### config.mk
export PLATFORM = sky130hd
export DESIGN_NAME = spi
export DESIGN_NICKNAME = d
export VERILOG_FILES = /design/src/logic/spi_pkg.sv /design/src/logic/spi.sv /design/src/logic/spi_master.sv /design/src/logic/spi_packet_mux.sv /design/src/logic/spi_slave.sv
export VERILOG_INCLUDE_DIRS = /design/src /design/src/include
export SDC_FILE = /design/constraint.sdc
export NUM_CORES = 2
export LEC_CHECK = 0
export ABC_AREA = 1
export BUFFER_PORTS_ARGS = -buffer_cell sky130_fd_sc_hd__buf_4
export CORE_MARGIN = 3
export CORE_UTILIZATION = 35
export DETAILED_ROUTE_END_ITERATION = 10
export PLACE_DENSITY_LB_ADDON = 0.1
export SYNTH_ARGS = -nofsm -noshare
export SYNTH_HDL_FRONTEND = slang
export SYNTH_SLANG_ARGS = --single-unit
### constraint.sdc
create_clock -name clk -period 7.7 [get_ports clk]
set_clock_uncertainty 0.2 [all_clocks]
set_input_delay 0.77 -clock clk [delete_from_list [all_inputs] [get_ports clk]]
set_output_delay 0.77 -clock clk [all_outputs]
set_load 0.01 [all_outputs]
### src/include/spi_defines.svh
`ifndef SPI_DEFINES_SVH
`define SPI_DEFINES_SVH

// Core packet word
`define SPI_PW 40

// Payload word carried by one SPI transfer
`define SPI_DW 32

// Slave register file depth, 6-bit address space with the top unused
`define SPI_UREGS 16

// Core cycles per master SCLK half period
`define SPI_CLKDIV 2

`endif

### src/logic/spi_pkg.sv
`include "spi_defines.svh"

package spi_pkg;

   // Destination codes in packet bit 39
   localparam logic DEST_MASTER = 1'b0;
   localparam logic DEST_SLAVE  = 1'b1;

   typedef logic [5:0]         spi_addr_t;    // Slave register address
   typedef logic [`SPI_DW-1:0] spi_data_t;    // Payload word

   // Master reading of the word, one transfer command
   typedef struct packed {
      logic      dest;   // DEST_MASTER
      logic      last;   // Reserved, echoed in the response
      logic [5:0] rsvd;
      spi_data_t data;   // Word shifted out on MOSI
   } spi_master_view_t;

   // Slave reading of the same word, one register access
   typedef struct packed {
      logic      dest;   // DEST_SLAVE
      logic      write;  // 1 write, 0 read
      spi_addr_t addr;
      spi_data_t data;
   } spi_slave_view_t;

   // One 40-bit packet, decoded by whichever side owns dest
   typedef union packed {
      spi_master_view_t m;
      spi_slave_view_t  s;
   } spi_packet_u;

endpackage

### src/logic/spi.sv
`timescale 1ns/1ns
`include "spi_defines.svh"

module spi (
   input  logic              clk,         // Core clock
   input  logic              rst,
   // Core packet in
   input  logic              access_in,
   input  logic [`SPI_PW-1:0] packet_in,
   output logic              wait_out,
   // Core packet out
   output logic              access_out,
   output logic [`SPI_PW-1:0] packet_out,
   input  logic              wait_in,
   // Master pins
   output logic              m_sclk,
   output logic              m_mosi,
   output logic              m_ss,
   input  logic              m_miso,
   // Slave pins
   input  logic              s_sclk,
   input  logic              s_mosi,
   input  logic              s_ss,
   output logic              s_miso
);
   import spi_pkg::*;

   logic        m_access, m_wait, m_wait_out;
   logic        s_access, s_wait, s_wait_out;
   spi_packet_u m_packet, s_packet;

   // Only the addressed side can stall the core
   assign wait_out = m_wait_out | s_wait_out;

   //######################################################################
   // Master and slave side by side
   //######################################################################

   spi_master u_master (
      .clk        (clk),
      .rst        (rst),
      .access_in  (access_in),
      .packet_in  (packet_in),
      .wait_in    (m_wait),
      .miso       (m_miso),
      .wait_out   (m_wait_out),
      .access_out (m_access),
      .packet_out (m_packet),
      .sclk       (m_sclk),
      .mosi       (m_mosi),
      .ss         (m_ss)
   );

   spi_slave u_slave (
      .clk        (clk),
      .rst        (rst),
      .access_in  (access_in),
      .packet_in  (packet_in),
      .wait_in    (s_wait),
      .sclk       (s_sclk),
      .mosi       (s_mosi),
      .ss         (s_ss),
      .wait_out   (s_wait_out),
      .access_out (s_access),
      .packet_out (s_packet),
      .miso       (s_miso)
   );

   // Results back to the core
   spi_packet_mux u_mux (
      .clk        (clk),
      .rst        (rst),
      .m_access   (m_access),
      .m_packet   (m_packet),
      .s_access   (s_access),
      .s_packet   (s_packet),
      .wait_in    (wait_in),
      .m_wait     (m_wait),
      .s_wait     (s_wait),
      .access_out (access_out),
      .packet_out (packet_out)
   );

endmodule

### src/logic/spi_master.sv
`timescale 1ns/1ns
`include "spi_defines.svh"

module spi_master (
   input  logic                 clk,
   input  logic                 rst,
   input  logic                 access_in,   // Core packet valid
   input  spi_pkg::spi_packet_u packet_in,   // Transfer command
   input  logic                 wait_in,     // Back-pressure from the mux
   input  logic                 miso,
   output logic                 wait_out,    // Core must hold its packet
   output logic                 access_out,  // Response valid
   output spi_pkg::spi_packet_u packet_out,  // Response with received word
   output logic                 sclk,
   output logic                 mosi,
   output logic                 ss
);
   import spi_pkg::*;

   localparam int BCW = $clog2(`SPI_DW);

   // FSM encoding
   localparam logic [1:0] ST_IDLE  = 2'd0;
   localparam logic [1:0] ST_SHIFT = 2'd1;
   localparam logic [1:0] ST_RESP  = 2'd2;

   localparam logic [7:0]     HALF_LAST = 8'(`SPI_CLKDIV - 1);
   localparam logic [BCW-1:0] BIT_LAST  = BCW'(`SPI_DW - 1);

   logic [1:0]     state;
   logic [7:0]     div_cnt;    // Cycles within one SCLK half period
   logic [BCW-1:0] bit_cnt;    // Bits completed so far
   logic           half_end;   // Last cycle of a half period
   logic           start;      // Command accepted this cycle
   logic           mine;       // Packet addressed to the master
   spi_data_t      shreg;      // TX word out the top, RX bits in the bottom
   logic           rx_bit;     // MISO captured on the rise
   logic           last_q;     // Echoed reserved bit

   //######################################################################
   // Core side handshake
   //######################################################################

   assign mine     = access_in && (packet_in.m.dest == DEST_MASTER);
   assign start    = mine && (state == ST_IDLE);
   assign wait_out = mine && (state != ST_IDLE);   // Busy until response taken

   assign half_end = (div_cnt == HALF_LAST);

   //######################################################################
   // Transfer FSM and SCLK generator
   //######################################################################

   always_ff @(posedge clk) begin
      if (rst) begin
         state   <= ST_IDLE;
         sclk    <= 1'b0;                       // Mode 0 idles low
         ss      <= 1'b1;
         div_cnt <= '0;
         bit_cnt <= '0;
      end else begin
         case (state)
            ST_IDLE: begin
               if (start) begin
                  state   <= ST_SHIFT;
                  ss      <= 1'b0;             // Select one cycle after accept
                  div_cnt <= '0;
                  bit_cnt <= '0;
               end
            end
            ST_SHIFT: begin
               div_cnt <= half_end ? '0 : div_cnt + 8'd1;
               if (half_end) begin
                  sclk <= ~sclk;
                  // Falling edge closes one bit
                  if (sclk) begin
                     bit_cnt <= bit_cnt + 1'b1;
                     if (bit_cnt == BIT_LAST) begin
                        state <= ST_RESP;      // Response valid with SS high
                        ss    <= 1'b1;
                     end
                  end
               end
            end
            ST_RESP: begin
               if (!wait_in) begin
                  state <= ST_IDLE;           // Mux took the response
               end
            end
            default: state <= ST_IDLE;
         endcase
      end
   end

   //######################################################################
   // Data path
   //######################################################################

   always_ff @(posedge clk) begin
      if (start) begin
         shreg  <= packet_in.m.data;
         last_q <= packet_in.m.last;
      end else if ((state == ST_SHIFT) && half_end) begin
         if (!sclk) begin
            rx_bit <= miso;                    // Sample on the rise
         end else begin
            shreg <= {shreg[`SPI_DW-2:0], rx_bit};  // Next MOSI bit on the fall
         end
      end
   end

   assign mosi = shreg[`SPI_DW-1];             // MSB first

   // Response held in ST_RESP
   assign access_out = (state == ST_RESP);

   always_comb begin
      packet_out        = '0;
      packet_out.m.dest = DEST_MASTER;
      packet_out.m.last = last_q;
      packet_out.m.data = shreg;               // Fully received after last fall
   end

endmodule

### src/logic/spi_packet_mux.sv
`timescale 1ns/1ns

module spi_packet_mux (
   input  logic                 clk,
   input  logic                 rst,
   input  logic                 m_access,    // Master response valid
   input  spi_pkg::spi_packet_u m_packet,
   input  logic                 s_access,    // Slave result valid
   input  spi_pkg::spi_packet_u s_packet,
   input  logic                 wait_in,     // Core back-pressure
   output logic                 m_wait,
   output logic                 s_wait,
   output logic                 access_out,
   output spi_pkg::spi_packet_u packet_out
);

   logic grant_ok;   // Output register may advance
   logic s_grant;
   logic m_grant;

   //######################################################################
   // Fixed priority grant
   //######################################################################

   // No grant while the core pushes back
   assign grant_ok = !wait_in;

   // Slave first
   assign s_grant = grant_ok && s_access;
   assign m_grant = grant_ok && m_access && !s_access;

   // Losing or stalled source holds its packet
   assign s_wait = !grant_ok;
   assign m_wait = !grant_ok || s_access;

   //######################################################################
   // Output register
   //######################################################################

   always_ff @(posedge clk) begin
      if (rst) begin
         access_out <= 1'b0;
      end else if (grant_ok) begin
         access_out <= s_grant || m_grant;   // Empty if nothing granted
      end
   end

   always_ff @(posedge clk) begin
      if (s_grant) begin
         packet_out <= s_packet;
      end else if (m_grant) begin
         packet_out <= m_packet;
      end
   end

endmodule

### src/logic/spi_slave.sv
`timescale 1ns/1ns
`include "spi_defines.svh"

module spi_slave (
   input  logic                 clk,
   input  logic                 rst,
   input  logic                 access_in,   // Core packet valid
   input  spi_pkg::spi_packet_u packet_in,   // Register access
   input  logic                 wait_in,     // Back-pressure from the mux
   input  logic                 sclk,        // External SPI pins
   input  logic                 mosi,
   input  logic                 ss,
   output logic                 wait_out,
   output logic                 access_out,  // Read response or notification
   output spi_pkg::spi_packet_u packet_out,
   output logic                 miso
);
   import spi_pkg::*;

   localparam int RW = $clog2(`SPI_UREGS);

   localparam logic [5:0] CMD_LAST   = 6'd7;    // Last command bit
   localparam logic [5:0] DATA_FIRST = 6'd8;
   localparam logic [5:0] FRAME_LAST = 6'd39;   // 40th bit
   localparam logic [5:0] FRAME_DONE = 6'd40;
   localparam spi_addr_t  ADDR_TOP   = 6'(`SPI_UREGS);

   spi_data_t  regs [`SPI_UREGS];               // Register file

   logic [2:0] sclk_q;                          // Two sync flops plus history
   logic [1:0] mosi_q;
   logic [1:0] ss_q;
   logic       sclk_rise, sclk_fall, ss_act;

   logic [5:0] bit_cnt;                         // Bits taken in this frame
   spi_data_t  rx_sh;                           // Incoming bits
   spi_data_t  tx_sh;                           // Remaining read bits
   logic       cmd_write;
   spi_addr_t  cmd_addr;
   logic       ext_we, tx_fall;
   spi_data_t  ext_wdata, ext_rdata, core_rdata;

   logic       core_sel, core_acc, core_rd, core_we, slot_free, notif_load;

   //######################################################################
   // Pin synchronizers and edge detect
   //######################################################################

   always_ff @(posedge clk) begin
      if (rst) begin
         sclk_q <= '0;
         mosi_q <= '0;
         ss_q   <= 2'b11;                      // Deselected
      end else begin
         sclk_q <= {sclk_q[1:0], sclk};
         mosi_q <= {mosi_q[0], mosi};
         ss_q   <= {ss_q[0], ss};
      end
   end

   assign sclk_rise = sclk_q[1] && !sclk_q[2];
   assign sclk_fall = !sclk_q[1] && sclk_q[2];
   assign ss_act    = !ss_q[1];

   //######################################################################
   // Frame decoder
   //######################################################################

   assign ext_we    = ss_act && sclk_rise && (bit_cnt == FRAME_LAST) && cmd_write;
   assign ext_wdata = {rx_sh[`SPI_DW-2:0], mosi_q[1]};
   assign ext_rdata = (cmd_addr < ADDR_TOP) ? regs[cmd_addr[RW-1:0]] : '0;
   // Read data moves on the fall through the data phase
   assign tx_fall   = ss_act && sclk_fall && !cmd_write &&
                      (bit_cnt >= DATA_FIRST) && (bit_cnt <= FRAME_LAST);

   always_ff @(posedge clk) begin
      if (rst) begin
         bit_cnt <= '0;
         miso    <= 1'b0;
      end else if (!ss_act) begin
         bit_cnt <= '0;                        // Frame boundary
         miso    <= 1'b0;
      end else begin
         if (sclk_rise && (bit_cnt != FRAME_DONE)) begin
            bit_cnt <= bit_cnt + 6'd1;
         end
         if (tx_fall) begin
            miso <= (bit_cnt == DATA_FIRST) ? ext_rdata[`SPI_DW-1] : tx_sh[`SPI_DW-1];
         end
      end
   end

   always_ff @(posedge clk) begin
      if (ss_act && sclk_rise) begin
         rx_sh <= ext_wdata;                   // Shift in MSB first
         if (bit_cnt == CMD_LAST) begin
            cmd_write <= rx_sh[6];             // Bit 7 of the command
            cmd_addr  <= {rx_sh[4:0], mosi_q[1]};
         end
      end
      if (tx_fall) begin
         tx_sh <= (bit_cnt == DATA_FIRST) ? (ext_rdata << 1) : (tx_sh << 1);
      end
   end

   //######################################################################
   // Core access and register file
   //######################################################################

   assign slot_free  = !access_out || !wait_in;   // Empty or leaving now
   assign core_sel   = access_in && (packet_in.s.dest == DEST_SLAVE);
   assign wait_out   = core_sel && !slot_free;
   assign core_acc   = core_sel && slot_free;
   assign core_rd    = core_acc && !packet_in.s.write;
   assign core_we    = core_acc && packet_in.s.write;
   assign core_rdata = (packet_in.s.addr < ADDR_TOP) ? regs[packet_in.s.addr[RW-1:0]] : '0;
   assign notif_load = ext_we && slot_free && !core_rd;  // Dropped otherwise

   always_ff @(posedge clk) begin
      if (rst) begin
         for (int i = 0; i < `SPI_UREGS; i++) begin
            regs[i] <= '0;
         end
      end else begin
         if (core_we && (packet_in.s.addr < ADDR_TOP)) begin
            regs[packet_in.s.addr[RW-1:0]] <= packet_in.s.data;
         end
         // External write lands last so it wins a same-address clash
         if (ext_we && (cmd_addr < ADDR_TOP)) begin
            regs[cmd_addr[RW-1:0]] <= ext_wdata;
         end
      end
   end

   //######################################################################
   // Result slot
   //######################################################################

   always_ff @(posedge clk) begin
      if (rst) begin
         access_out <= 1'b0;
      end else if (core_rd || notif_load) begin
         access_out <= 1'b1;
      end else if (!wait_in) begin
         access_out <= 1'b0;                   // Taken by the mux
      end
   end

   always_ff @(posedge clk) begin
      if (core_rd) begin
         packet_out.s.dest  <= DEST_SLAVE;
         packet_out.s.write <= 1'b0;           // Read response
         packet_out.s.addr  <= packet_in.s.addr;
         packet_out.s.data  <= core_rdata;
      end else if (notif_load) begin
         packet_out.s.dest  <= DEST_SLAVE;
         packet_out.s.write <= 1'b1;           // Notification of external write
         packet_out.s.addr  <= cmd_addr;
         packet_out.s.data  <= ext_wdata;
      end
   end

endmodule

-- Word level (Yosys, flattened, before mapping)
Memories as Yosys holds them, arrays and structs flattened. A register that Yosys moved wholly into a read port is not among the register bits.
Cells that the tools add are included.
- flip-flop bits (word level): 216
- latch bits: 0
- RAM bits: 512
- bits in read-only memories: 0
- output and inout port bits: 46
- memories: 1
- memories (memory ; words ; width ; read ports ; clocked after Yosys merged registers in ; write ports ; RTL line ; source):
    u_slave.regs ; 16 ; 32 ; 2 ; 1 ; 16 ; spi_slave.sv:28 ; spi_data_t regs [`SPI_UREGS];
- add/sub/neg operators: 3
- $mul: 0
- divide/modulo/power cells: 0
- magnitude comparators: 4
- equal/unequal tests: 14
- shift-type cells: 0
- multiplexer cells: 46
- bitwise gates (word level): 4
- reductions and logical operators: 57
- operator list (kind ; number):
    32-bit 2-to-1 mux ; 8
    38-bit 2-to-1 mux ; 2
    32-bit OR reduction ; 2
    40-bit 2-to-1 mux ; 1
    39-bit 2-to-1 mux ; 1
    1-bit logical AND ; 26
    1-bit 2-to-1 mux ; 17
    8-bit 2-to-1 mux ; 2
    8-bit one-hot mux with 2 select lines ; 1
    5-bit 2-to-1 mux ; 3
    6-bit by 5-bit less-than comparator with 1-bit output (second input constant) ; 2
    4-bit 2-to-1 mux ; 3
    2-bit nonzero test ; 6
    2-bit 2-to-1 mux ; 5
    2-bit by 1-bit != test with 1-bit output (second input constant) ; 5
    5-bit one-hot mux with 2 select lines ; 1
    5-bit AND reduction ; 2
    1-bit zero test ; 9
    8-bit by 1-bit adder with 8-bit output (second input constant) ; 1
    8-bit by 1-bit equality test with 1-bit output (second input constant) ; 1
    2-bit AND reduction ; 4
    6-bit by 1-bit adder with 6-bit output (second input constant) ; 1
    6-bit by 3-bit equality test with 1-bit output (second input constant) ; 1
    6-bit by 4-bit equality test with 1-bit output (second input constant) ; 1
    other kinds (18) ; 23

-- Longest topological paths before layout
- depth in word-level cells: 11
- mapped depth: 12
- depth with buffers taken out: 10

-- Modules after synthesis
From an unflattened synthesis, not the netlist that was laid out.
- cell total of the unflattened synthesis: 5595
- area total of the unflattened synthesis: 42798.5 um^2
- by module, submodules not included (module ; times used ; cells each ; area each (um^2) ; seq. area each (um^2)):
    spi_slave ; 1 ; 5108 ; 38385.6 ; 18988.2
    spi_master ; 1 ; 302 ; 2531.2 ; 1361.3
    spi_packet_mux ; 1 ; 182 ; 1870.5 ; 1221.2
    spi ; 1 ; 3 ; 11.3 ; 0.0

-- Least setup slack after synthesis
OpenSTA, ideal clock, no wires.
- path type: in2reg
- start: in wait_in
- end: reg u_mux.packet_out[0] (netlist bit) (enable)
- library setup time: 0.453 ns
- arrival time: 2.775 ns
- required time: 7.047 ns
- path slack: 4.273 ns
- cell stages on the path: 1
- path buffers: 0
- cell sequence: a21oi_1
- cells in the longest elaborated chain, start to end: 4
- elaborated cells on any way between the ends: 5
- ends and longest elaborated chain (element ; RTL line ; source):
    start: declaration ; spi.sv:14 ; input logic wait_in,
    1-bit zero test (*) ; spi_packet_mux.sv:26 ; assign grant_ok = !wait_in;
    1-bit logical AND (2 in a row) ; spi_packet_mux.sv:30 ; assign m_grant = grant_ok && m_access && !s_access;
    2-bit nonzero test (no line) (*) ; -- ;
    end signal: assignment ; spi_packet_mux.sv:50 ; packet_out <= s_packet;
    end signal: assignment ; spi_packet_mux.sv:52 ; packet_out <= m_packet;
    end: declaration ; spi_packet_mux.sv:14 ; output spi_pkg::spi_packet_u packet_out
Mark *: on every way between the ends. The rest lies on a longest branch, timed or not.
A chain may end at the register's enable or synchronous reset.

==> impl_results.md <==
- Drt wl/cell: 25.5 um
- Netlist cell types: 39
- XOR/XNOR Fraction of Synth Area: 0.000628
- First-pass GRT wire length: 246 mm
- Die area: between 100,000 and 150,000 um^2
- Clk slew on worst S/H paths: 0.06 ns
- #FFs+latches synth: 731
- DR DRC count: 0
- CTS resizes: 0
- Most frequent cells in the layout: nand2_1, edfxtp_1, nand3_1, o21ai_0, inv_1
- CTS Buf Count: between 90 and 100
- Final ANT Viol Nets: 0
- Sequential Power Share: 0.481
- Clk root buf: clkbuf_16
- Critical-path maximum fanout: 35
- Slew HR: 0.134
- Total congestion overflow: 0
- Internal Power: 7150 uW
- Clk_lat worst skew: 0.67 ns
- Met3 WL: 17.1 mm
- Sw Share: 0.250
- Most common cell after layout, fill and taps aside: nand2_1
- Peak VDD IR: 0.148 mV
- Fmax: between 200 and 250 MHz
- Crit path setup slack, layout: 3.49 ns
- Net Sw Power: 2380 uW
- Arr. time, crit path: 4.29 ns
- CTS tree: done
- DR WL met2: 74.2 mm
- Simple logic cell fraction of the synthesized area: 0.280
- Width of the chip: 352 um
- Clk pwr share: 0.453
- # IOs: between 90 and 100
- Fillers: 12,000
- Min Tclk post-route: 4.21 ns
- Layout cells sized above 1: 0.0734
- Power share of the combinational group: 0.067
- Setup Buffers After CTS: 0
- Longest Clk Path Bufs: 3
- Gpl congestion: 0.936
- RSZ-0062 raised after global routing: no
- Post-layout nets: 5,161
- Via count: 37,200
- Compound-Gate Fraction of Synth Area: 0.114
- Core Util, Final: 0.388
- H-tree levels: 3
- Routed Wire Length: between 150 and 200 mm
- Largest net degree at the start of global routing: 214
- Leakage power: between 0.015 and 0.02 uW
- Clk sinks: around 730
- Pre-Repair DR Iteration Count: 6
- Final Hold Fails: 0
- Fin crit share: 0.547
- Adder-cell share of the synthesized area: 0.00179
- TNS Setup: 0 ns
- Startpoint types: input pin
- HPWL after DPL: 107 mm
- Initial DRC count: ~4,800
- Mapped Cells: roughly 5,300
- Port bufs: 93
- Number of vias per cell: 5.49
- Wire length on met1: 76.8 mm
- Cell Area, Synth: between 40,000 and 50,000 um^2
- Die Y: around 350 um
- Maxcap violations: 0
- Initial antenna violation count: 6
- Row count: 126
- Mean Syn Cell Area: around 8 um^2
- Outcome: completed
- Vias in the first global route: 33,900
- Worst setup EP type: flop
- Mux cell area share after synthesis: 0
- Register area share after synthesis: 0.515
- Initial Util: 0.353
- PwrDens: about 210 nW/um^2
- Core Area: roughly 120,000 um^2
- Crit Path Category: input pin to flop
- Pwr Total: 9530 uW
- Setup-failing EPs final: 0
- Area Growth Syn to Fin: 9.79%
- Ys Warns: 0
- Critical Path RT: 7.78 ns
- Hold_ws: 0.0884 ns
- Hold buffers post-CTS: 0
- Highest routed metal layer: met5
- Setup WS pre-CTS: 2.88 ns
- Max Slew Vio Count: 0
- Largest family of logic cells by synthesized area: simple AND/OR/NAND/NOR gates
- GRT Total Usage: 0.275
- Slew @ Worst Pin: 1.30 ns
- Tightest Hold Check Type: input pin to flop
- Syn nets: 5,356
-- state kept, by name, indices dropped and copies added, names as in the netlist, 2 cells and up, named ones only --
name and flops:
u_slave.regs 512, u_slave.bit_cnt 6, u_master.state 2, u_slave.ss_q 2, u_slave.cmd_addr 6, u_master.div_cnt 8, u_slave.mosi_q 2, u_slave.rx_sh 31
u_mux.packet_out 40, u_slave.packet_out 39, u_slave.tx_sh 31, u_master.bit_cnt 5, u_slave.sclk_q 3, u_master.shreg 32
-- routing by layer --
layer  GRT usage  up-vias
met5     0.00863        -
met4      0.0776        4
met3      0.0587      227
met2       0.410     1797
met1       0.399    18000
li1            -    17200
-- kinds of logic after synthesis --
kind of cell / Yosys count
simple gates: 2826
compound gates: 893
flops: 731
buf+inv: 843
xor+xnor: 3
fa+ha+maj: 6
-- through the flow --
step | cell area, um^2 | std cells
2_1_floorplan | 41800 | 5302
3_3_place_gp | 43000 | 6614
3_5_place_dp | 43100 | 6614
4_1_cts | 45900 | 6780
5_1_grt | 45900 | 6780
6_report | 45900 | 6781
-- final timing paths --
kind,start,to,slack [ns],depth (start not counted)
min,m_miso,u_master.rx_bit,0.09,1
max,packet_in[34],u_slave.regs[2][28],3.49,6
min reg2reg,u_slave.ss_q[0],u_slave.ss_q[1],0.21,1
max reg2reg,u_slave.bit_cnt[1],u_slave.regs[8][19],3.82,8
-- area by class of cell --
type | instances | area [um^2] | area share
sequential | 731 | 21600 | 0.470
multi-input combinational | 3728 | 16800 | 0.365
clock buffer | 116 | 2460 | 0.0535
tap | 1600 | 2000 | 0.0436
inverter | 407 | 1530 | 0.0334
timing repair buffer | 148 | 1150 | 0.0250
clock inverter | 50 | 434 | 0.00945
antenna | 1 | 2.50 | 0.0000545
-- worst max-delay path: stages --
cell,delay (ns)
buf_4,0.16
nor2_4,0.94
inv_1,0.45
nor2_4,0.97
nor2_1,0.12
nand2_2,0.82
-- power groups by stage --
stage | Clock, uW | Sequential [uW] | Combinational, uW
floorplan | 0 | 4640 | 337
global placement | 0 | 4660 | 629
detailed placement | 0 | 4660 | 629
CTS | 4370 | 4580 | 631
global route | 4520 | 4590 | 693
finish | 4320 | 4580 | 635
-- Yosys cell counts --
library cell	n	area [um^2]
a211oi_1	3	22.5
a21oi_1	152	761
a22oi_1	2	15.0
and3_1	1	6.26
buf_1	55	206
buf_2	157	786
buf_4	18	135
buf_6	32	360
clkbuf_1	174	653
clkinv_1	1	3.75
clkinv_4	1	8.76
dfxtp_1	38	761
edfxtp_1	693	20800
ha_1	6	75.1
inv_1	382	1430
inv_2	23	86.3
nand2_1	1951	7320
nand2_2	5	31.3
nand2_4	12	135
nand3_1	606	3030
nand3b_1	3	22.5
nand4_1	3	18.8
nand4_4	2	42.5
nor2_1	200	751
nor2_2	17	106
nor2_4	6	67.6
nor2_8	3	60.1
nor3_1	7	35.0
nor3_2	2	20.0
nor3_4	1	16.3
nor3b_1	2	15.0
nor4_1	2	12.5
o211ai_1	121	908
o21ai_0	602	3010
o21ai_1	12	60.1
o22ai_1	1	6.26
or2_2	2	12.5
or2_4	1	8.76
xor2_1	3	26.3
Power figures use the tool's default switching activity.
